<file path="config.mk">
export PLATFORM = sky130hd
export DESIGN_NAME = mem_op_decoder
export DESIGN_NICKNAME = d
export VERILOG_FILES = /design/src/mem_stage_pkg.sv /design/src/mem_op_decoder.sv
export SDC_FILE = /design/constraint.sdc
export NUM_CORES = 1
export LEC_CHECK = 0
export BUFFER_PORTS_ARGS = -buffer_cell sky130_fd_sc_hd__buf_4
export CAP_MARGIN = 10
export CORE_AREA = 2 2 504 506
export DETAILED_ROUTE_END_ITERATION = 8
export DIE_AREA = 0 0 506 508
export GPL_ROUTABILITY_DRIVEN = 0
export GPL_TIMING_DRIVEN = 0
export PLACE_DENSITY = 0.3
export RECOVER_POWER = 50
export SYNTH_ARGS = -nofsm -noshare
export SYNTH_HDL_FRONTEND = slang
export SYNTH_SLANG_ARGS = --single-unit
</file>
<file path="constraint.sdc">
create_clock -name vclk -period 6.6
set_input_delay 0.66 -clock vclk [all_inputs]
set_output_delay 0.66 -clock vclk [all_outputs]
set_load 0.05 [all_outputs]
</file>
<file path="src/mem_stage_pkg.sv">
// Shared widths, types, opcode codes and structs for the memory access stage of the vector core
package mem_stage_pkg;

	localparam int NUM_LANES = 16;

	typedef logic [31:0] word_t;
	typedef logic [NUM_LANES*32-1:0] vector_t;	// Lane 15 in the low word
	typedef logic [NUM_LANES-1:0] lane_mask_t;	// Bit n belongs to lane n
	typedef logic [3:0] lane_idx_t;
	typedef logic [25:0] line_addr_t;	// Address bits 31:6
	typedef logic [63:0] store_mask_t;
	typedef logic [3:0] byte_en_t;
	typedef logic [1:0] strand_t;
	typedef logic [6:0] reg_idx_t;
	typedef logic [31:0] instr_t;
	typedef logic [3:0] mem_op_t;
	typedef logic [2:0] cache_op_t;
	typedef logic [1:0] access_size_t;

	// Format C memory opcodes
	localparam mem_op_t MEM_B = 4'd0;
	localparam mem_op_t MEM_BX = 4'd1;
	localparam mem_op_t MEM_S = 4'd2;
	localparam mem_op_t MEM_SX = 4'd3;
	localparam mem_op_t MEM_L = 4'd4;
	localparam mem_op_t MEM_SYNC = 4'd5;
	localparam mem_op_t MEM_CONTROL_REG = 4'd6;	// Reserved, handled as a word
	localparam mem_op_t MEM_BLOCK = 4'd7;
	localparam mem_op_t MEM_BLOCK_M = 4'd8;
	localparam mem_op_t MEM_BLOCK_IM = 4'd9;
	localparam mem_op_t MEM_STRIDED = 4'd10;
	localparam mem_op_t MEM_STRIDED_M = 4'd11;
	localparam mem_op_t MEM_STRIDED_IM = 4'd12;
	localparam mem_op_t MEM_SCGATH = 4'd13;
	localparam mem_op_t MEM_SCGATH_M = 4'd14;
	localparam mem_op_t MEM_SCGATH_IM = 4'd15;

	// Format D cache control opcodes
	localparam cache_op_t CACHE_DFLUSH = 3'd0;
	localparam cache_op_t CACHE_STBAR = 3'd1;
	localparam cache_op_t CACHE_DINVALIDATE = 3'd2;
	localparam cache_op_t CACHE_IINVALIDATE = 3'd3;

	localparam instr_t NOP_INSTR = 32'h0000_0000;

	localparam access_size_t SIZE_BYTE = 2'd0;
	localparam access_size_t SIZE_HALF = 2'd1;
	localparam access_size_t SIZE_WORD = 2'd2;
	localparam access_size_t SIZE_VECTOR = 2'd3;

	// Decoder to every lane formatter
	typedef struct packed {
		access_size_t size;
		logic [1:0] byte_offset;
		logic block;
		lane_mask_t lane_enable;
		lane_idx_t cache_lane;
		word_t scalar_value;
		logic active;
	} lane_cmd_t;

	// One lane's share of the line write
	typedef struct packed {
		byte_en_t byte_en;
		word_t data;
	} lane_out_t;

	typedef struct packed {
		instr_t instruction;
		strand_t strand;
		reg_idx_t writeback_reg;
		logic enable_scalar_writeback;
		logic enable_vector_writeback;
		word_t pc;
		lane_mask_t mask;
		vector_t result;
		lane_idx_t reg_lane_select;
		word_t strided_offset;
	} ex_bundle_t;

endpackage

</file>
<file path="src/mem_op_decoder.sv">
// Memory op decoder that classifies the instruction, checks alignment and drives the cache strobes
`timescale 1ns/1ps

module mem_op_decoder
(
	input mem_stage_pkg::ex_bundle_t ex,
	input mem_stage_pkg::vector_t ex_store_value,
	input mem_stage_pkg::word_t ex_base_addr,
	input logic squash,
	output logic dcache_load,
	output logic dcache_store,
	output logic dcache_flush,
	output logic dcache_stbar,
	output logic dcache_dinvalidate,
	output logic dcache_iinvalidate,
	output logic dcache_req_sync,
	output mem_stage_pkg::line_addr_t dcache_addr,
	output mem_stage_pkg::strand_t dcache_req_strand,
	output mem_stage_pkg::lane_cmd_t lane_cmd,
	output logic alignment_fault,
	output mem_stage_pkg::lane_idx_t cache_lane
);

	logic is_fmt_c;
	logic is_fmt_d;
	logic is_load;
	mem_stage_pkg::mem_op_t c_op;
	mem_stage_pkg::cache_op_t d_op;
	logic is_block;
	logic is_strided;
	logic is_scgath;
	mem_stage_pkg::access_size_t size;
	logic [5:0] align_mask;	// Low address bits that must be clear
	mem_stage_pkg::lane_idx_t word_pos;
	mem_stage_pkg::word_t strided_ptr;
	mem_stage_pkg::word_t sg_ptr;
	mem_stage_pkg::word_t sel_store_word;
	mem_stage_pkg::word_t eff_addr;
	mem_stage_pkg::lane_mask_t lane_one_hot;
	logic lane_active;
	logic misaligned;
	logic mem_access;

	assign is_fmt_c = ex.instruction[31:30] == 2'b10;
	assign is_fmt_d = ex.instruction[31:28] == 4'b1110;
	assign is_load = ex.instruction[29];
	assign c_op = ex.instruction[28:25];
	assign d_op = ex.instruction[27:25];

	// Access kind, size and alignment requirement
	always_comb
	begin
		is_block = 1'b0;
		is_strided = 1'b0;
		is_scgath = 1'b0;
		size = mem_stage_pkg::SIZE_WORD;
		align_mask = 6'b000011;
		case (c_op)
			mem_stage_pkg::MEM_B, mem_stage_pkg::MEM_BX:
			begin
				size = mem_stage_pkg::SIZE_BYTE;
				align_mask = 6'b000000;
			end
			mem_stage_pkg::MEM_S, mem_stage_pkg::MEM_SX:
			begin
				size = mem_stage_pkg::SIZE_HALF;
				align_mask = 6'b000001;
			end
			mem_stage_pkg::MEM_BLOCK, mem_stage_pkg::MEM_BLOCK_M, mem_stage_pkg::MEM_BLOCK_IM:
			begin
				is_block = 1'b1;
				size = mem_stage_pkg::SIZE_VECTOR;
				align_mask = 6'b111111;	// Whole line
			end
			mem_stage_pkg::MEM_STRIDED, mem_stage_pkg::MEM_STRIDED_M,
			mem_stage_pkg::MEM_STRIDED_IM:
				is_strided = 1'b1;
			mem_stage_pkg::MEM_SCGATH, mem_stage_pkg::MEM_SCGATH_M,
			mem_stage_pkg::MEM_SCGATH_IM:
				is_scgath = 1'b1;
			default: ;	// MEM_L, MEM_SYNC and MEM_CONTROL_REG are word scalars
		endcase
	end

	// Word of the selected lane, lane 0 sits in the top word
	assign word_pos = mem_stage_pkg::lane_idx_t'(mem_stage_pkg::NUM_LANES - 1) - ex.reg_lane_select;
	assign sg_ptr = ex.result[word_pos*32 +: 32];
	assign sel_store_word = ex_store_value[word_pos*32 +: 32];
	assign strided_ptr = ex_base_addr + ex.strided_offset;

	assign eff_addr = is_strided ? strided_ptr : (is_scgath ? sg_ptr : ex.result[31:0]);
	assign dcache_addr = eff_addr[31:6];
	assign cache_lane = eff_addr[5:2];
	assign misaligned = |(eff_addr[5:0] & align_mask);

	assign lane_active = is_block ? (ex.mask != '0) : ex.mask[ex.reg_lane_select];
	assign mem_access = is_fmt_c && !squash && lane_active;

	assign dcache_load = mem_access && !misaligned && is_load;
	assign dcache_store = mem_access && !misaligned && !is_load;
	assign dcache_req_sync = mem_access && !misaligned && c_op == mem_stage_pkg::MEM_SYNC;
	assign alignment_fault = mem_access && misaligned;
	assign dcache_req_strand = ex.strand;

	assign dcache_flush = is_fmt_d && !squash && d_op == mem_stage_pkg::CACHE_DFLUSH;
	assign dcache_stbar = is_fmt_d && !squash && d_op == mem_stage_pkg::CACHE_STBAR;
	assign dcache_dinvalidate = is_fmt_d && !squash && d_op == mem_stage_pkg::CACHE_DINVALIDATE;
	assign dcache_iinvalidate = is_fmt_d && !squash && d_op == mem_stage_pkg::CACHE_IINVALIDATE;

	assign lane_one_hot = mem_stage_pkg::lane_mask_t'(1) << cache_lane;

	always_comb
	begin
		lane_cmd.size = size;
		lane_cmd.byte_offset = eff_addr[1:0];
		lane_cmd.block = is_block;
		lane_cmd.cache_lane = cache_lane;
		lane_cmd.active = lane_active;
		if (is_block)
			lane_cmd.lane_enable = ex.mask;
		else if (is_strided || is_scgath)
			lane_cmd.lane_enable = lane_active ? lane_one_hot : '0;
		else
			lane_cmd.lane_enable = lane_one_hot;
		// Strided and scatter/gather store the selected lane
		if (is_strided || is_scgath)
			lane_cmd.scalar_value = sel_store_word;
		else
			lane_cmd.scalar_value = ex_store_value[31:0];
	end

endmodule

</file>
==> impl_metrics.env, run 1 <==
export IMPL_die_x_um=506
export IMPL_crit_path_max_incr_delay_ns=1.00
export IMPL_io_pins=1282
export IMPL_multi_input_area_um2=10100
export IMPL_fin_crit_sh=0.917
export IMPL_slew_headroom=-0.101
export IMPL_area_delta_synth_final_pct=127
export IMPL_routed_via_density=2.83
export IMPL_synth_nets=2120
export IMPL_crit_path_start_kind="input port"
export IMPL_wire_per_inst_um=31.9
export IMPL_outcome="finished, violations left"
export IMPL_preCtsSetupSlack_ns=-0.0631
export IMPL_hp_class="input port to primary output"
export IMPL_die_height_um=508
export IMPL_holdPathEnd="dcache_req_strand[0]"
export IMPL_drive_gt1_frac=0.741
export IMPL_drt_first_pass_iters=4
export IMPL_rsz0062_at_grt="no"
export IMPL_crit_path_end_kind="primary output"
export IMPL_worstPathMaxFanout=10
export IMPL_postCtsHoldBufs=0
export IMPL_worstPathRequired_ns=5.94
export IMPL_netlist_instances=904
export IMPL_layout_nets=3343
export IMPL_post_cts_buffers=0
export IMPL_clock_fmax_mhz=165
export IMPL_n_sequential_cell=0
export IMPL_grtUsageTotal=0.130
export IMPL_yosysTopAreaCellShare=0.674
export IMPL_grt_pass1_wl_um=211000
export IMPL_dr_total_vias=15681
export IMPL_finalHoldViolCount=0
export IMPL_cap_violations=1
export IMPL_violations="capacitance limit, slew limit"
export IMPL_crit_type="input port to primary output"
export IMPL_grt_max_degree=16
export IMPL_seq_area_frac_synth=0
export IMPL_portBuffers=1211
export IMPL_min_from="ex[605]"
export IMPL_place_area_um2=24200
export IMPL_dpl_hpwl_um=167000
export IMPL_design_area_um2=24200
export IMPL_fin_hold_ws_ns=1.71
export IMPL_worst_pin_slew_ns=1.63
export IMPL_place_inst=5492
export IMPL_synth_distinct_cells=58
export IMPL_grt_overflow_total=0
export IMPL_synth_area_leader_cell="mux4_2"
export IMPL_synth_common_cells="319 x mux4_2, 146 x nand2_1, 55 x clkbuf_1"
export IMPL_core_um2=252000
export IMPL_start_util=0.0423
export IMPL_clkbuf_count=0
export IMPL_finalSetupViolations=0
export IMPL_crit_slowest_cell="clkbuf_1"
export IMPL_power_leakage_uw=0.00957
export IMPL_rows=185
export IMPL_grt_antenna_before_repair=174
export IMPL_fin_ws_ns=0.545
export IMPL_grt_pass1_vias=16300
export IMPL_cp_cell_sequence="buf_4 -> clkbuf_1 -> clkbuf_1 -> mux4_2 -> nor2_1 -> nor2_1 -> o31ai_2 -> and3_1 -> nand2_1 -> nor2_1 -> clkbuf_1"
export IMPL_syn_avg_cell_area_um2=11.8
export IMPL_holdPathStages=2
export IMPL_ant_nets=0
export IMPL_stdcell_count=5544
export IMPL_peakVddDrop_uv=39.4
export IMPL_dr_first_iter_drc_count=1025
export IMPL_netlist_top_cells_area="mux4_2 67%, nand2_1 5.1%, ha_1 3.6%, o21ai_0 2.3%, clkbuf_1 1.9%"
export IMPL_drc=0
export IMPL_syn_cell_area_um2=10700
export IMPL_fp_dieArea_um2=257000
export IMPL_period_needed_ns=6.06
export IMPL_power_density_nw_per_um2=86.7
export IMPL_seq_area_um2=0
export IMPL_routed_wl_um=177000
export IMPL_yosysMostFrequentCell="mux4_2"
export IMPL_n_fill_cell=29467
export IMPL_yosysWarnings=0
export IMPL_slew_viol_final=8
export IMPL_cp_arrival_ns=5.40
## area by class of cell
| class | instances | share of cell area |
|---|---|---|
| diodes | 53 | 0.00548 |
| plain buffers | 102 | 0.0203 |
| inverters | 12 | 0.00186 |
| multi-input cells | 789 | 0.419 |
| well taps | 3366 | 0.174 |
| repair buffers | 1222 | 0.379 |
## layout by cell type, fill, tap and decap left out, types with 7 or more instances in the layout
cell type  count
a211oi_1      10
a21o_1        17
a21oi_1       31
and3_1         7
buf_1          7
buf_2         27
buf_4       1187
clkbuf_1      78
clkbuf_2      10
diode_2       53
ha_1          31
inv_1         12
mux2i_1       14
mux4_2       319
nand2_1      146
nand2b_1      10
nor2_1        28
nor2b_1        7
o21ai_0       50
o22ai_1       11
xnor2_1       10
xor2_1        15
## per-layer routing
metal / routed length, um / up-vias / global-route usage
li1: - / 6424 / -
met1: 60600 / 7863 / 0.135
met2: 93400 / 1016 / 0.248
met3: 17400 / 276 / 0.0503
met4: 4890 / 102 / 0.0251
met5: 676 / - / 0
## what timing repair did
item	in CTS	in global routing
hold endpoints to repair	0	0
gates resized for setup	1	0
setup endpoints to repair	1	0
## through the flow
stage	power [uW]	TNS (ns)	utilization
after global routing	2220	0	0.0955
final	2100	0	0.0959
after floorplan	918	0	-
after detailed placement	2190	-0.0631	0.0959
after CTS	2190	0	0.0959
after global placement	2170	-23.20	0.0950
## worst max path at each step
stage / depth (start not counted) / from / slack [ns] / endpoint
6_report: 11 / ex[35] / 0.54 / dcache_store
5_1_grt: 11 / ex[35] / 0.29 / dcache_store
4_1_cts: 11 / ex[32] / 0.24 / dcache_addr[12]
3_5_place_dp: 11 / ex[33] / -0.06 / dcache_addr[12]
3_3_place_gp: 10 / ex[33] / -1.54 / dcache_addr[12]
2_1_floorplan: 9 / ex[0] / 1.51 / lane_cmd[42]
## critical path, delay by kind of cell
kind | cells | cell delay (ns)
compound gates | 1 | 0.31
simple gates | 5 | 1.68
buf+inv | 4 | 2.23
mux | 1 | 0.49
## logic make-up (layout without fill, tap and decap cells)
group / after synthesis / count (layout) / synth area share
and+or+nand+nor: 230 / 230 / 0.0946
xor gates and xnor gates: 26 / 26 / 0.0214
AOI/OAI and AO/OA: 158 / 158 / 0.0935
buffers and inverters: 115 / 1336 / 0.0491
other: 0 / 53 / 0
adders and majority gates: 32 / 32 / 0.0383
muxes: 343 / 343 / 0.703
## power by group
| group | internal [uW] | leakage, uW | total, uW | switching [uW] |
|---|---|---|---|---|
| registers | 0 | 0 | 0 | 0 |
| clock network | 0.00101 | 0.000000330 | 0.00101 | 0 |
| logic | 971 | 0.00957 | 2100 | 1130 |
No activity file was read; power rests on OpenSTA's default activity.
==> run 2, diff against run 1 <==
- ABC_AREA: default -> 1
- CORE_AREA: 2 2 504 506 -> 2 2 499 501
- DIE_AREA: 0 0 506 508 -> 0 0 501 503
==> impl_metrics.env, run 2 <==
export IMPL_synth_compound_area_frac=0.473
export IMPL_yosysMostFrequentCell="nor2_1"
export IMPL_grt_overflow_total=0
export IMPL_finalHoldViolCount=0
export IMPL_rsz0062_at_grt="no"
export IMPL_grt_max_degree=11
export IMPL_dr_first_iter_drc_count=2509
export IMPL_dpl_hpwl_um=251000
export IMPL_cts_resized=0
export IMPL_wire_per_inst_um=39.6
export IMPL_netlist_top_cells_area="o21ai_0 23%, nor2_1 20%, o221ai_1 7.6%, nand2_1 6.9%, nand3_1 6.5%"
export IMPL_synth_area_leader_cell="o21ai_0"
export IMPL_start_util=0.0502
export IMPL_ant_nets=0
export IMPL_syn_avg_cell_area_um2=4.98
export IMPL_syn_cell_area_um2=12400
export IMPL_period_needed_ns=6.23
export IMPL_final_cell_mix="1,211 x buf_4, 654 x nor2_1, 559 x o21ai_0"
export IMPL_grtUsageTotal=0.209
export IMPL_cp_arrival_ns=5.57
export IMPL_routed_via_density=3.80
export IMPL_portBuffers=1212
export IMPL_min_from="ex[605]"
export IMPL_synth_xor_area_frac=0.00141
export IMPL_clkbuf_count=0
export IMPL_post_cts_buffers=0
export IMPL_yosys_area_share_simple=0.358
export IMPL_outcome="finished, violations left"
export IMPL_final_common_cell="buf_4"
export IMPL_clock_fmax_mhz=160
export IMPL_seq_area_frac_synth=0
export IMPL_core_um2=247000
export IMPL_grt_pass1_vias=26547
export IMPL_worstPathMaxFanout=12
export IMPL_grt_pass1_wl_um=331000
export IMPL_die_height_um=503
export IMPL_synth_distinct_cells=48
export IMPL_drc=0
export IMPL_area_delta_synth_final_pct=110
export IMPL_worst_pin_slew_ns=2.03
export IMPL_synth_area_mux_share=0.00484
export IMPL_final_setup_tns_ns=0
export IMPL_crit_path_end_kind="primary output"
export IMPL_n_fill_cell=29499
export IMPL_use_met2=0.387
export IMPL_slew_viol_final=29
export IMPL_slew_headroom=-0.353
export IMPL_fin_crit_sh=0.945
export IMPL_io_pins=1282
export IMPL_dr_total_vias=26814
export IMPL_rows=183
export IMPL_worstPathRequired_ns=5.94
export IMPL_n_sequential_cell=0
export IMPL_drive_gt1_frac=0.366
export IMPL_synth_common_cells="654 x nor2_1, 558 x o21ai_0, 228 x nand2_1"
export IMPL_holdPathEnd="dcache_req_strand[0]"
export IMPL_violations="capacitance limit, slew limit"
export IMPL_synth_nets=3707
export IMPL_finalSetupViolations=0
export IMPL_fp_dieArea_um2=252000
export IMPL_crit_path_start_kind="input port"
export IMPL_postCtsHoldBufs=0
export IMPL_grtUsageMet3=0.0533
export IMPL_synthAdderAreaFrac=0.0329
export IMPL_netlist_instances=2491
export IMPL_grt_use_met1=0.216
export IMPL_hp_class="input port to primary output"
export IMPL_yosysTopAreaCellShare=0.225
export IMPL_yosysWarnings=0
export IMPL_seq_area_um2=0
export IMPL_drt_first_pass_iters=5
export IMPL_die_x_um=501
export IMPL_routed_wl_um=279000
export IMPL_synth_top_family_by_area="compound AO/OA/AOI/OAI gates"
export IMPL_layout_nets=4943
export IMPL_holdPathStages=2
export IMPL_cap_violations=3
export IMPL_grt_antenna_before_repair=234
export IMPL_crit_type="input port to primary output"
export IMPL_busiest_layer="met2"
==> run 2: worst max path at each step <==
stage	startpoint	to	cells after the start
5_1_grt	ex[33]	dcache_addr[7]	13
4_1_cts	ex[33]	dcache_addr[3]	12
3_5_place_dp	ex[33]	dcache_addr[3]	12
6_report	ex[32]	dcache_addr[25]	12
2_1_floorplan	ex[0]	dcache_addr[24]	14
3_3_place_gp	ex[33]	dcache_addr[7]	12
==> run 2: cells by family (layout without fill, tap and decap cells) <==
| kind of cell | Yosys count | after routing |
|---|---|---|
| muxes | 6 | 6 |
| and+or+nand+nor | 1092 | 1092 |
| AOI/OAI and AO/OA | 1005 | 1005 |
| buffers and inverters | 354 | 1588 |
| adders and majority gates | 32 | 32 |
| other | 0 | 90 |
| xor gates and xnor gates | 2 | 2 |
==> run 2: per-stage QoR <==
| step | hold slack, ns | instance area (um2) | cells | utilization | setup WS (ns) |
|---|---|---|---|---|---|
| 3_5_place_dp | 1.58 | 25900 | 6962 | 0.105 | 0.463 |
| 3_3_place_gp | 1.58 | 25500 | 6940 | 0.103 | 0.130 |
| 6_report | 1.71 | 26000 | 7052 | 0.105 | 0.365 |
| 5_1_grt | 1.72 | 25900 | 7008 | 0.105 | 0.572 |
| 2_1_floorplan | 1.49 | 12400 | 2491 | - | 2.72 |
| 4_1_cts | 1.58 | 25900 | 6962 | 0.105 | 0.464 |
==> run 2: area by class of cell <==
class	instances	area [um2]	area share
multi-input cells	2137	10800	0.414
plain buffers	241	1190	0.0457
diodes	90	225	0.00866
inverters	113	427	0.0164
repair buffers	1234	9340	0.359
well taps	3237	4050	0.156
==> run 2: critical path, cell delays in order <==
cell and delay [ns]:
buf_6 0.12, buf_4 0.45, buf_6 0.29, buf_6 0.23
clkbuf_1 1.47, nor2_1 0.13, o22ai_1 1.05, o21ai_0 0.36
o22ai_1 0.30, o21ai_1 0.09, nand2_1 0.09, buf_4 0.23
==> run 2: metal layers <==
metal / routed length, um / share of wire
met3: 21600 / 0.077
met5: 455 / 0.0016
met1: 97300 / 0.35
met2: 143000 / 0.51
met4: 17300 / 0.062
