<file path="config.mk">
export PLATFORM = sky130hd
export DESIGN_NAME = lane_store_formatter
export DESIGN_NICKNAME = d
export VERILOG_FILES = /design/src/mem_stage_pkg.sv /design/src/lane_store_formatter.sv
export SDC_FILE = /design/constraint.sdc
export NUM_CORES = 1
export LEC_CHECK = 0
export BUFFER_PORTS_ARGS = -buffer_cell sky130_fd_sc_hd__buf_2
export CORE_ASPECT_RATIO = 1.2
export CORE_MARGIN = 10
export CORE_UTILIZATION = 26
export DETAILED_ROUTE_END_ITERATION = 6
export PLACE_DENSITY = 0.8
export SKIP_LAST_GASP = 1
export SYNTH_ARGS = -nofsm -noshare
export SYNTH_HDL_FRONTEND = slang
export SYNTH_SLANG_ARGS = --single-unit
</file>
<file path="constraint.sdc">
create_clock -name vclk -period 0.8
set_input_delay 0 -clock vclk [all_inputs]
set_output_delay 0 -clock vclk [all_outputs]
set_load 0.1 [all_outputs]
</file>
<file path="src/mem_stage_pkg.sv">
// Shared widths, types, opcode codes and structs for the memory access stage of the vector core
package mem_stage_pkg;

	localparam int NUM_LANES = 16;

	typedef logic [31:0] word_t;
	typedef logic [NUM_LANES*32-1:0] vector_t;	// Lane 15 in the low word
	typedef logic [NUM_LANES-1:0] lane_mask_t;	// Bit n belongs to lane n
	typedef logic [3:0] lane_idx_t;
	typedef logic [25:0] line_addr_t;	// Address bits 31:6
	typedef logic [63:0] store_mask_t;
	typedef logic [3:0] byte_en_t;
	typedef logic [1:0] strand_t;
	typedef logic [6:0] reg_idx_t;
	typedef logic [31:0] instr_t;
	typedef logic [3:0] mem_op_t;
	typedef logic [2:0] cache_op_t;
	typedef logic [1:0] access_size_t;

	// Format C memory opcodes
	localparam mem_op_t MEM_B = 4'd0;
	localparam mem_op_t MEM_BX = 4'd1;
	localparam mem_op_t MEM_S = 4'd2;
	localparam mem_op_t MEM_SX = 4'd3;
	localparam mem_op_t MEM_L = 4'd4;
	localparam mem_op_t MEM_SYNC = 4'd5;
	localparam mem_op_t MEM_CONTROL_REG = 4'd6;	// Reserved, handled as a word
	localparam mem_op_t MEM_BLOCK = 4'd7;
	localparam mem_op_t MEM_BLOCK_M = 4'd8;
	localparam mem_op_t MEM_BLOCK_IM = 4'd9;
	localparam mem_op_t MEM_STRIDED = 4'd10;
	localparam mem_op_t MEM_STRIDED_M = 4'd11;
	localparam mem_op_t MEM_STRIDED_IM = 4'd12;
	localparam mem_op_t MEM_SCGATH = 4'd13;
	localparam mem_op_t MEM_SCGATH_M = 4'd14;
	localparam mem_op_t MEM_SCGATH_IM = 4'd15;

	// Format D cache control opcodes
	localparam cache_op_t CACHE_DFLUSH = 3'd0;
	localparam cache_op_t CACHE_STBAR = 3'd1;
	localparam cache_op_t CACHE_DINVALIDATE = 3'd2;
	localparam cache_op_t CACHE_IINVALIDATE = 3'd3;

	localparam instr_t NOP_INSTR = 32'h0000_0000;

	localparam access_size_t SIZE_BYTE = 2'd0;
	localparam access_size_t SIZE_HALF = 2'd1;
	localparam access_size_t SIZE_WORD = 2'd2;
	localparam access_size_t SIZE_VECTOR = 2'd3;

	// Decoder to every lane formatter
	typedef struct packed {
		access_size_t size;
		logic [1:0] byte_offset;
		logic block;
		lane_mask_t lane_enable;
		lane_idx_t cache_lane;
		word_t scalar_value;
		logic active;
	} lane_cmd_t;

	// One lane's share of the line write
	typedef struct packed {
		byte_en_t byte_en;
		word_t data;
	} lane_out_t;

	typedef struct packed {
		instr_t instruction;
		strand_t strand;
		reg_idx_t writeback_reg;
		logic enable_scalar_writeback;
		logic enable_vector_writeback;
		word_t pc;
		lane_mask_t mask;
		vector_t result;
		lane_idx_t reg_lane_select;
		word_t strided_offset;
	} ex_bundle_t;

endpackage

</file>
<file path="src/lane_store_formatter.sv">
// Per-lane store formatter producing one word's byte enables and big-endian positioned data
`timescale 1ns/1ps

module lane_store_formatter
#(
	parameter mem_stage_pkg::lane_idx_t LANE = '0
)
(
	input mem_stage_pkg::lane_cmd_t cmd,
	input mem_stage_pkg::word_t own_value,
	output mem_stage_pkg::lane_out_t lane
);

	mem_stage_pkg::word_t value;
	mem_stage_pkg::word_t swapped;
	mem_stage_pkg::word_t positioned;
	mem_stage_pkg::byte_en_t byte_en;
	logic lane_on;

	// Block vectors carry their own word, everything else shares one
	assign value = cmd.block ? own_value : cmd.scalar_value;
	assign swapped = {value[7:0], value[15:8], value[23:16], value[31:24]};

	assign lane_on = cmd.block ? cmd.lane_enable[LANE]
		: (cmd.cache_lane == LANE) && cmd.active;

	always_comb
	begin
		case (cmd.size)
			mem_stage_pkg::SIZE_BYTE:
			begin
				// Offset 0 lands in the top byte
				positioned = {24'd0, value[7:0]} << {~cmd.byte_offset, 3'b000};
				byte_en = 4'b1000 >> cmd.byte_offset;
			end
			mem_stage_pkg::SIZE_HALF:
			begin
				if (cmd.byte_offset[1])
				begin
					positioned = {16'd0, value[7:0], value[15:8]};
					byte_en = 4'b0011;
				end
				else
				begin
					positioned = {value[7:0], value[15:8], 16'd0};
					byte_en = 4'b1100;
				end
			end
			default:
			begin
				positioned = swapped;	// Word or vector lane
				byte_en = 4'b1111;
			end
		endcase
	end

	assign lane.data = positioned;
	assign lane.byte_en = byte_en & {4{lane_on && cmd.active}};

endmodule

</file>
==> flow_metrics.tcl, run 1 <==
set metrics [dict create \
    synthAdderAreaFrac_pct 0 \
    syn_area_per_cell_um2 7.60 \
    rows 21 \
    routabilityCongestion 0.785 \
    synth_nets 188 \
    ios 126 \
    lastStage "detailed placement" \
    fp.dieW_um 68.8 \
    die_y_um 78.6 \
    status "stopped before the end" \
    synth-compound-area-share_pct 28.6 \
    synth_top_family_by_area "multiplexers" \
    synth.area.top_cells "mux2i_1 (32%), o22ai_1 (13%), o221ai_1 (9.4%), mux2_1 (6.1%), mux2_2 (6.1%)" \
    dp_hpwl_um 6670 \
    start_util_pct 27.0 \
    ys_types 23 \
    yosys_warnings 0 \
    io_buffers 111 \
    synth_xor_area_share_pct 0 \
    seq_area_frac_synth_pct 0 \
    netlist_instances 98 \
    netlist_area_um2 744 \
    yosys.area_share.simple_pct 17.3 \
    synth_top_area_cell "mux2i_1" \
    synth_mux_area_share_pct 44.4 \
    post-synth-top-area-fraction_pct 32.3 \
    first-error "[ERROR DPL-0033] detailed placement checks failed during check placement." \
]
==> cells in the mapped netlist (all sizes together) <==
master	number
inv	4
o21ai	1
buf	6
or3	1
clkbuf	1
a21oi	5
nand2b	1
nand3	1
and4bb	1
nor2	9
o221ai	8
nand2	8
a32oi	1
nor4	1
mux2	8
nor2b	1
mux2i	24
o22ai	16
and3b	1
==> through the flow <==
step / hold slack, ns / instance area, µm² / setup slack [ns] / TNS, ns
2_1_floorplan: 0.333 / 1400 / -0.407 / -12.95
3_3_place_gp: 0.511 / 2700 / -0.347 / -9.93
==> kinds of logic after synthesis <==
group | after synthesis
simple gates | 24
mux | 32
buf+inv | 11
compound gates | 31
==> inputs of run 2 (changes only) <==
CORE_AREA = 10 10 71 73   (was unset)
CORE_ASPECT_RATIO = unset   (was 1.2)
CORE_MARGIN = unset   (was 10)
CORE_UTILIZATION = unset   (was 26)
DIE_AREA = 0 0 81 83   (was unset)
PLACE_DENSITY = unset   (was 0.8)
PLACE_DENSITY_LB_ADDON = 0.15   (was unset)
clock period = 1 ns   (was 0.8 ns; I/O delays follow)
==> run 2 against run 1 <==
- the flow now finishes, with violations (negative setup slack)
- area after synthesis is the same
- synthesized cell count is the same
==> flow_metrics.tcl, run 2 <==
set metrics [dict create \
    status "finished with violations" \
    violations "negative setup slack" \
    synth-compound-area-share_pct 28.6 \
    seq_area_frac_synth_pct 0 \
    netlist_instances 98 \
    total_power_mw 2.71 \
    path_class "in2out" \
    wl_per_cell_um 20.5 \
    synth_top_area_cell "mux2i_1" \
    setup_violations 19 \
    antennaDiodeCount 0 \
    hold-path-cell-count 4 \
    final.setup.worst_slack_ns -0.100 \
    vias_per_cell 4.92 \
    syn_area_per_cell_um2 7.60 \
    grt_max_degree 11 \
    critPathTopFamily "simple AND/OR/NAND/NOR gates" \
    yosysMostFrequentCell "mux2i_1" \
    slowest_delay_ns 0.43 \
    p_leak_nw 1.30 \
    p_per_area_mw_per_mm2 872 \
    yosys_warnings 0 \
    start_util_pct 20.5 \
    period_minus_slack_ns 1.10 \
    cap_violations 0 \
    syn_to_final_growth_pct 318 \
    final_max_slew_viol_count 0 \
    drt_iter0_markers 31 \
    drive_gt1_share_pct 87.6 \
    worst_slew_pin_slew_ns 0.392 \
    routabilityCongestion 0.760 \
    synth_mux_area_share_pct 44.4 \
    synth_xor_area_share_pct 0 \
    synth_top_family_by_area "multiplexers" \
    cp-start-kind "input pin" \
    rows 22 \
    ir_drop_uv 611 \
    worstPathArrival_ns 1.10 \
    path_cells "buf_6 > nand2b_4 > or3_4 > o22ai_4 > buf_12" \
    post-synth-top-area-fraction_pct 32.3 \
    die_area_mm2 0.00672 \
    synth.area.top_cells "mux2i_1 (32%), o22ai_1 (13%), o221ai_1 (9.4%), mux2_1 (6.1%), mux2_2 (6.1%)" \
    hold_buffers 0 \
    nets 343 \
    io_buffers 111 \
    regArea_um2 0 \
    layout_common_cells "buf_2 (72), buf_12 (48), buf_4 (24)" \
    finalWirelength_um 6130 \
    fp.dieW_um 81 \
    ys_types 23 \
    ant_nets 0 \
    ios 126 \
    path_buf_inv 2 \
    fmax_ghz 0.909 \
    worstPathMaxFanout 5 \
    netlist_area_um2 744 \
    vias 1472 \
    overflow 0 \
    grt_pass1_vias 1778 \
    rsz0062_at_grt "yes" \
    core_area_mm2 0.00363 \
    post-route-cell-area_mm2 0.00311 \
    dpl_worst_slack_ns -0.179 \
    required_ns 1.00 \
    multi_input_area_mm2 0.00131 \
    hp-class "in2out" \
    yosys.area_share.simple_pct 17.3 \
    drc 0 \
    synth_commonest_cells "mux2i_1 (24), o22ai_1 (16), nor2_1 (9)" \
    finalCritPeriodShare_pct 110 \
    die_y_um 83 \
    dp_hpwl_um 4860 \
    n_sequential_cell 0 \
    synthAdderAreaFrac_pct 0 \
    grt_use_total_pct 17.4 \
    startpoint "cmd[56]" \
    first_pass_iters 4 \
    final_common_cell "buf_2" \
    final-hold-violation-count 0 \
    antenna_found_initial 0 \
    cp-end-kind "primary output" \
    min_from "cmd[22]" \
    slew_headroom_pct 73.9 \
    n_fill_cell 197 \
    nClkBuffers 0 \
    grt_pass1_wl_um 9580 \
    crit_slowest_cell "or3_4" \
    whs_endpoint "lane[13]" \
    placed_area_mm2 0.00287 \
    synth_nets 188 \
]
-- run 2: power breakdown --
group	internal, mW	switching [mW]	total (mW)
Combinational	1.13	1.58	2.71
Sequential	0	0	0
Clock	0	0	0
Total	1.13	1.58	2.71
-- run 2: per-stage QoR --
step                setup TNS [ns]  hold WS, ns  instances  util, %
floorplan                    -5.75        0.333         98        -
global placement             -2.38        0.507        288     79.0
detailed placement           -3.30        0.520        288     79.0
CTS                          -1.25        0.522        298     84.3
global route                 -2.04        0.549        299     85.6
finish                       -1.17        0.514        299     85.6
-- run 2: cells by family after synthesis --
family	count (synthesis)
compound gates	31
buf+inv	11
mux	32
simple gates	24
-- run 2: how the worst max path moves through the flow --
stage / slack [ns] / cells past startpoint / endpoint
floorplan: -0.21 / 4 / lane[34]
global placement: -0.12 / 5 / lane[18]
detailed placement: -0.18 / 5 / lane[6]
CTS: -0.12 / 5 / lane[18]
global route: -0.13 / 5 / lane[21]
finish: -0.10 / 5 / lane[21]
-- run 2: what timing repair did --
action,CTS,global route
gates resized for setup,17,10
pin swaps,6,7
setup buffers,6,1
endpoints found under the setup margin,33,31
hold endpoints to repair,0,0
cloned,4,0
-- run 2: cell type report --
cell class | instances | share of cell area, %
well taps | 48 | 1.93
inverters | 4 | 0.684
repair buffers | 159 | 55.2
multi-input cells | 88 | 42.1
-- run 2: routing by layer --
metal / track usage, % / vias up / part of all wire, % / wire length, µm
met4: 2.35 / 0 / 1.2 / 71
met1: 17.9 / 696 / 34 / 2070
met2: 34.1 / 66 / 57 / 3520
met3: 4.20 / 7 / 7.6 / 463
met5: 0 / - / 0 / 0
li1: - / 703 / - / -
Note: power is estimated with default switching activity, not from simulation.
==> inputs of run 3 (changes only) <==
SKIP_LAST_GASP = unset   (was 1)
==> run 3 against run 2 <==
- the flow still finishes with violations (negative setup slack)
- hold slack about the same
- count of clock-buffer cells in the layout unchanged
- critical path type unchanged
- highest routed layer unchanged
- final cell count unchanged
- fmax about the same
- global-route usage down 0.30 points
- largest cell class unchanged
- non-clock buffer count unchanged
==> flow_metrics.tcl, run 3 (same netlist as run 2, synthesis figures left out) <==
set metrics [dict create \
    ios 126 \
    startpoint "cmd[56]" \
    fin_worst_hold_slack_ns 0.514 \
    n_fill_cell 194 \
    path_cells "buf_6 > nand2b_4 > or3_4 > o22ai_4 > buf_12" \
    rsz0062_at_grt "yes" \
    fin_cells 299 \
    finalCritPeriodShare_pct 110 \
    slew_headroom_pct 73.7 \
    p_per_area_mw_per_mm2 872 \
    routabilityCongestion 0.760 \
    worstPathMaxFanout 5 \
    hp-class "in2out" \
    p_leak_nw 1.31 \
    cap_violations 0 \
    final-hold-violation-count 0 \
    drive_gt1_share_pct 88.0 \
    die_area_mm2 0.00672 \
    ir_drop_uv 609 \
    grt_pass1_wl_um 9420 \
    layout_common_cells "buf_2 (72), buf_12 (48), buf_4 (22)" \
    nets 343 \
    wl_per_cell_um 20.5 \
    antennaDiodeCount 0 \
    violations "negative setup slack" \
    start_util_pct 20.5 \
    vias_per_cell 4.91 \
    period_minus_slack_ns 1.10 \
    ant_nets 0 \
    status "finished with violations" \
    grt_pass1_vias 1746 \
    fp.dieW_um 81 \
    grt_use_total_pct 17.1 \
    crit_slowest_cell "or3_4" \
    vias 1468 \
    final_common_cell "buf_2" \
    setup_violations 22 \
    final_max_slew_viol_count 0 \
    syn_to_final_growth_pct 319 \
    regArea_um2 0 \
    dp_cells 288 \
    worstPathArrival_ns 1.10 \
    core_area_mm2 0.00363 \
    io_buffers 111 \
    n_sequential_cell 0 \
    final.setup.worst_slack_ns -0.101 \
    overflow 0 \
    rows 22 \
    finalWirelength_um 6130 \
    antenna_found_initial 0 \
    worst_slew_pin_slew_ns 0.395 \
    final_util_pct 85.8 \
    fmax_ghz 0.909 \
    drc 0 \
    first_pass_iters 2 \
    cp-end-kind "primary output" \
    required_ns 1.00 \
    cp-endpoint "lane[21]" \
    nClkBuffers 0 \
    die_y_um 83 \
    dp_hpwl_um 4860 \
    slowest_delay_ns 0.43 \
    cp-start-kind "input pin" \
    grt_max_degree 11 \
    hold_buffers 0 \
    drt_iter0_markers 33 \
    path_class "in2out" \
]
run 3: cell count changes in the layout (fill, tap and decap cells not counted), sizes merged:
cell	before	now
clkinvlp	1	0
inv	3	4
run 3: repair_timing:
action	in CTS	in global routing
gates cloned	4	0
setup buffers	6	1
endpoints found under the hold margin	0	0
endpoints found under the setup margin	33	31
gates resized for setup	19	12
pin swaps	6	8
run 3: area by class of cell:
cell class,count,area [µm²],share of cell area (%)
multi-input combinational,88,1320,42.2
tap,48,60.1,1.93
inverter,4,17.5,0.562
timing repair buffer,159,1730,55.4
run 3: through the flow:
step                      power, mW  setup TNS, ns  area (µm²)  worst slack, ns
final                          2.72          -1.04        3120           -0.101
after floorplan                1.57          -5.75        1400           -0.207
after CTS                      2.70          -1.24        3070           -0.124
after global placement         2.54          -2.38        2870           -0.124
after detailed placement       2.59          -3.30        2870           -0.179
after global routing           2.81          -1.88        3120           -0.131
run 3: power by group:
group	total [mW]	switching (mW)	internal, mW
Clock	0	0	0
Sequential	0	0	0
Combinational	2.72	1.58	1.14
Total	2.72	1.58	1.14
run 3: layer usage:
layer  wire, µm  global-route usage [%]
met1       2010                    17.4
met2       3630                    34.2
met3        471                    4.09
met4         14                    1.10
met5          0                       0
run 3: worst max-delay path, delay by kind of cell:
| family | cells | cell delay, ns |
|---|---|---|
| AOI/OAI and AO/OA | 1 | 0.23 |
| buffers and inverters | 2 | 0.29 |
| and+or+nand+nor | 2 | 0.57 |
run 3: worst min path at each step:
stage | start | endpoint | slack [ns] | depth (start not counted)
CTS | cmd[22] | lane[13] | 0.52 | 4
detailed placement | cmd[55] | lane[32] | 0.52 | 4
global route | cmd[29] | lane[4] | 0.55 | 5
finish | cmd[22] | lane[13] | 0.51 | 4
global placement | cmd[55] | lane[32] | 0.51 | 4
floorplan | cmd[55] | lane[32] | 0.33 | 2
==> inputs of run 4 (changes only) <==
--- a/config.mk
+++ b/config.mk
@@ -10,5 +10,5 @@
 export DETAILED_ROUTE_END_ITERATION = 6
 export DIE_AREA = 0 0 81 83
-export PLACE_DENSITY_LB_ADDON = 0.15
+export PLACE_DENSITY = 0.71
 export SYNTH_ARGS = -nofsm -noshare
 export SYNTH_HDL_FRONTEND = slang
==> constraint.sdc (replaced) <==
create_clock -name vclk -period 1
set_input_delay 0 -clock vclk [all_inputs]
set_output_delay 0 -clock vclk [all_outputs]
set_load 0.02 [all_outputs]
==> run 4 against run 3 <==
- the run still ends with negative setup slack left
- die area is the same
- wire length shrank 21%
- final cell count down 8.7%
- power decreased by 63%
- critical path depth rose by 1
- largest power group unchanged
==> flow_metrics.tcl, run 4 (same netlist as run 2, synthesis figures left out) <==
set metrics [dict create \
    status "finished with violations" \
    violations "negative setup slack" \
    cp-start-kind "input pin" \
    antennaDiodeCount 0 \
    grt_pass1_vias 1538 \
    drive_gt1_share_pct 73.3 \
    cp-end-kind "primary output" \
    hp-class "in2out" \
    final_common_cell "buf_2" \
    worst_slew_pin_slew_ns 0.406 \
    drt_iter0_markers 19 \
    layout_common_cells "buf_2 (90), buf_4 (24), mux2i_1 (22)" \
    grt_pass1_wl_um 7090 \
    nets 317 \
    ant_nets 0 \
    final_util_pct 49.1 \
    worstPathMaxFanout 5 \
    nClkBuffers 0 \
    vias_per_cell 4.87 \
    rsz0062_at_grt "yes" \
    tns_ns -0.134 \
    routabilityCongestion 0.757 \
    cap_violations 0 \
    dpl_worst_slack_ns -0.108 \
    total_power_mw 1.01 \
    ios 126 \
    fp.dieW_um 81 \
    path_class "in2out" \
    cp-endpoint "lane[19]" \
    fmax_ghz 0.967 \
    drc 0 \
    startpoint "cmd[56]" \
    min_from "cmd[32]" \
    fin_worst_hold_slack_ns 0.414 \
    start_util_pct 20.5 \
    dp_hpwl_um 3910 \
    grt_max_degree 17 \
    ir_drop_uv 311 \
    finalWirelength_um 4830 \
    worstPathArrival_ns 1.03 \
    setup_violations 6 \
    rows 22 \
    die_area_mm2 0.00672 \
    first_pass_iters 4 \
    final_max_slew_viol_count 0 \
    p_per_area_mw_per_mm2 568 \
    core_area_mm2 0.00363 \
    grt_use_total_pct 12.5 \
    final-hold-violation-count 0 \
    slew_headroom_pct 72.9 \
    syn_to_final_growth_pct 140 \
    period_minus_slack_ns 1.03 \
    vias 1329 \
    p_leak_nw 0.937 \
    antenna_found_initial 0 \
    required_ns 1.00 \
    overflow 0 \
    io_buffers 111 \
    finalCritPeriodShare_pct 103 \
    n_sequential_cell 0 \
    cts_setup_buffers 0 \
    final.setup.worst_slack_ns -0.0337 \
    hold-path-cell-count 5 \
    die_y_um 83 \
    regArea_um2 0 \
    wl_per_cell_um 17.7 \
]
## run 4: cell count changes in the layout (fill, tap and decap cells not counted), moves of 7 or more
cell	before	now
buf_12	48	1
buf_2	72	90
nor2_1	0	9
nor2_4	9	0
o221ai_2	0	8
o221ai_4	8	0
o22ai_1	0	9
o22ai_2	0	7
o22ai_4	16	0
## run 4: worst min path at each step
stage | to | slack, ns
2_1_floorplan | lane[32] | 0.20
3_3_place_gp | lane[12] | 0.42
3_5_place_dp | lane[10] | 0.43
4_1_cts | lane[14] | 0.43
5_1_grt | lane[14] | 0.44
6_report | lane[7] | 0.41
## run 4: metal layers
layer	up-vias	part of all wire [%]	GRT usage, %
met4	0	0.44	0.626
met5	-	0	0
met2	65	53	25.1
li1	644	-	-
met3	2	9.7	3.66
met1	618	37	12.3
## run 4: stage by stage
stage | cell area (µm²) | std cells
2_1_floorplan | 744 | 98
5_1_grt | 1780 | 273
3_3_place_gp | 1470 | 271
6_report | 1780 | 273
3_5_place_dp | 1470 | 271
4_1_cts | 1600 | 272
## run 4: area by class of cell
type	instances	area, µm²
inverters	4	20.0
fillers	363	1850
well taps	48	60.1
multi-input cells	87	826
repair buffers	134	878
## run 4: worst max-delay path: stages
cell and delay (ns):
buf_6 0.09, nand2b_4 0.13, or3_4 0.34, buf_6 0.15, o22ai_2 0.18, buf_6 0.14
## run 4: where the power goes
| part | switching, mW | internal, mW | total [mW] |
|---|---|---|---|
| Sequential | 0 | 0 | 0 |
| Combinational | 0.518 | 0.496 | 1.01 |
| Clock | 0 | 0 | 0 |
| Total | 0.518 | 0.496 | 1.01 |
## run 4: timing repair
item	CTS	global route
pin swaps	5	3
hold buffers	0	0
gates cloned	1	1
setup endpoints to repair	28	24
gates resized for setup	34	34
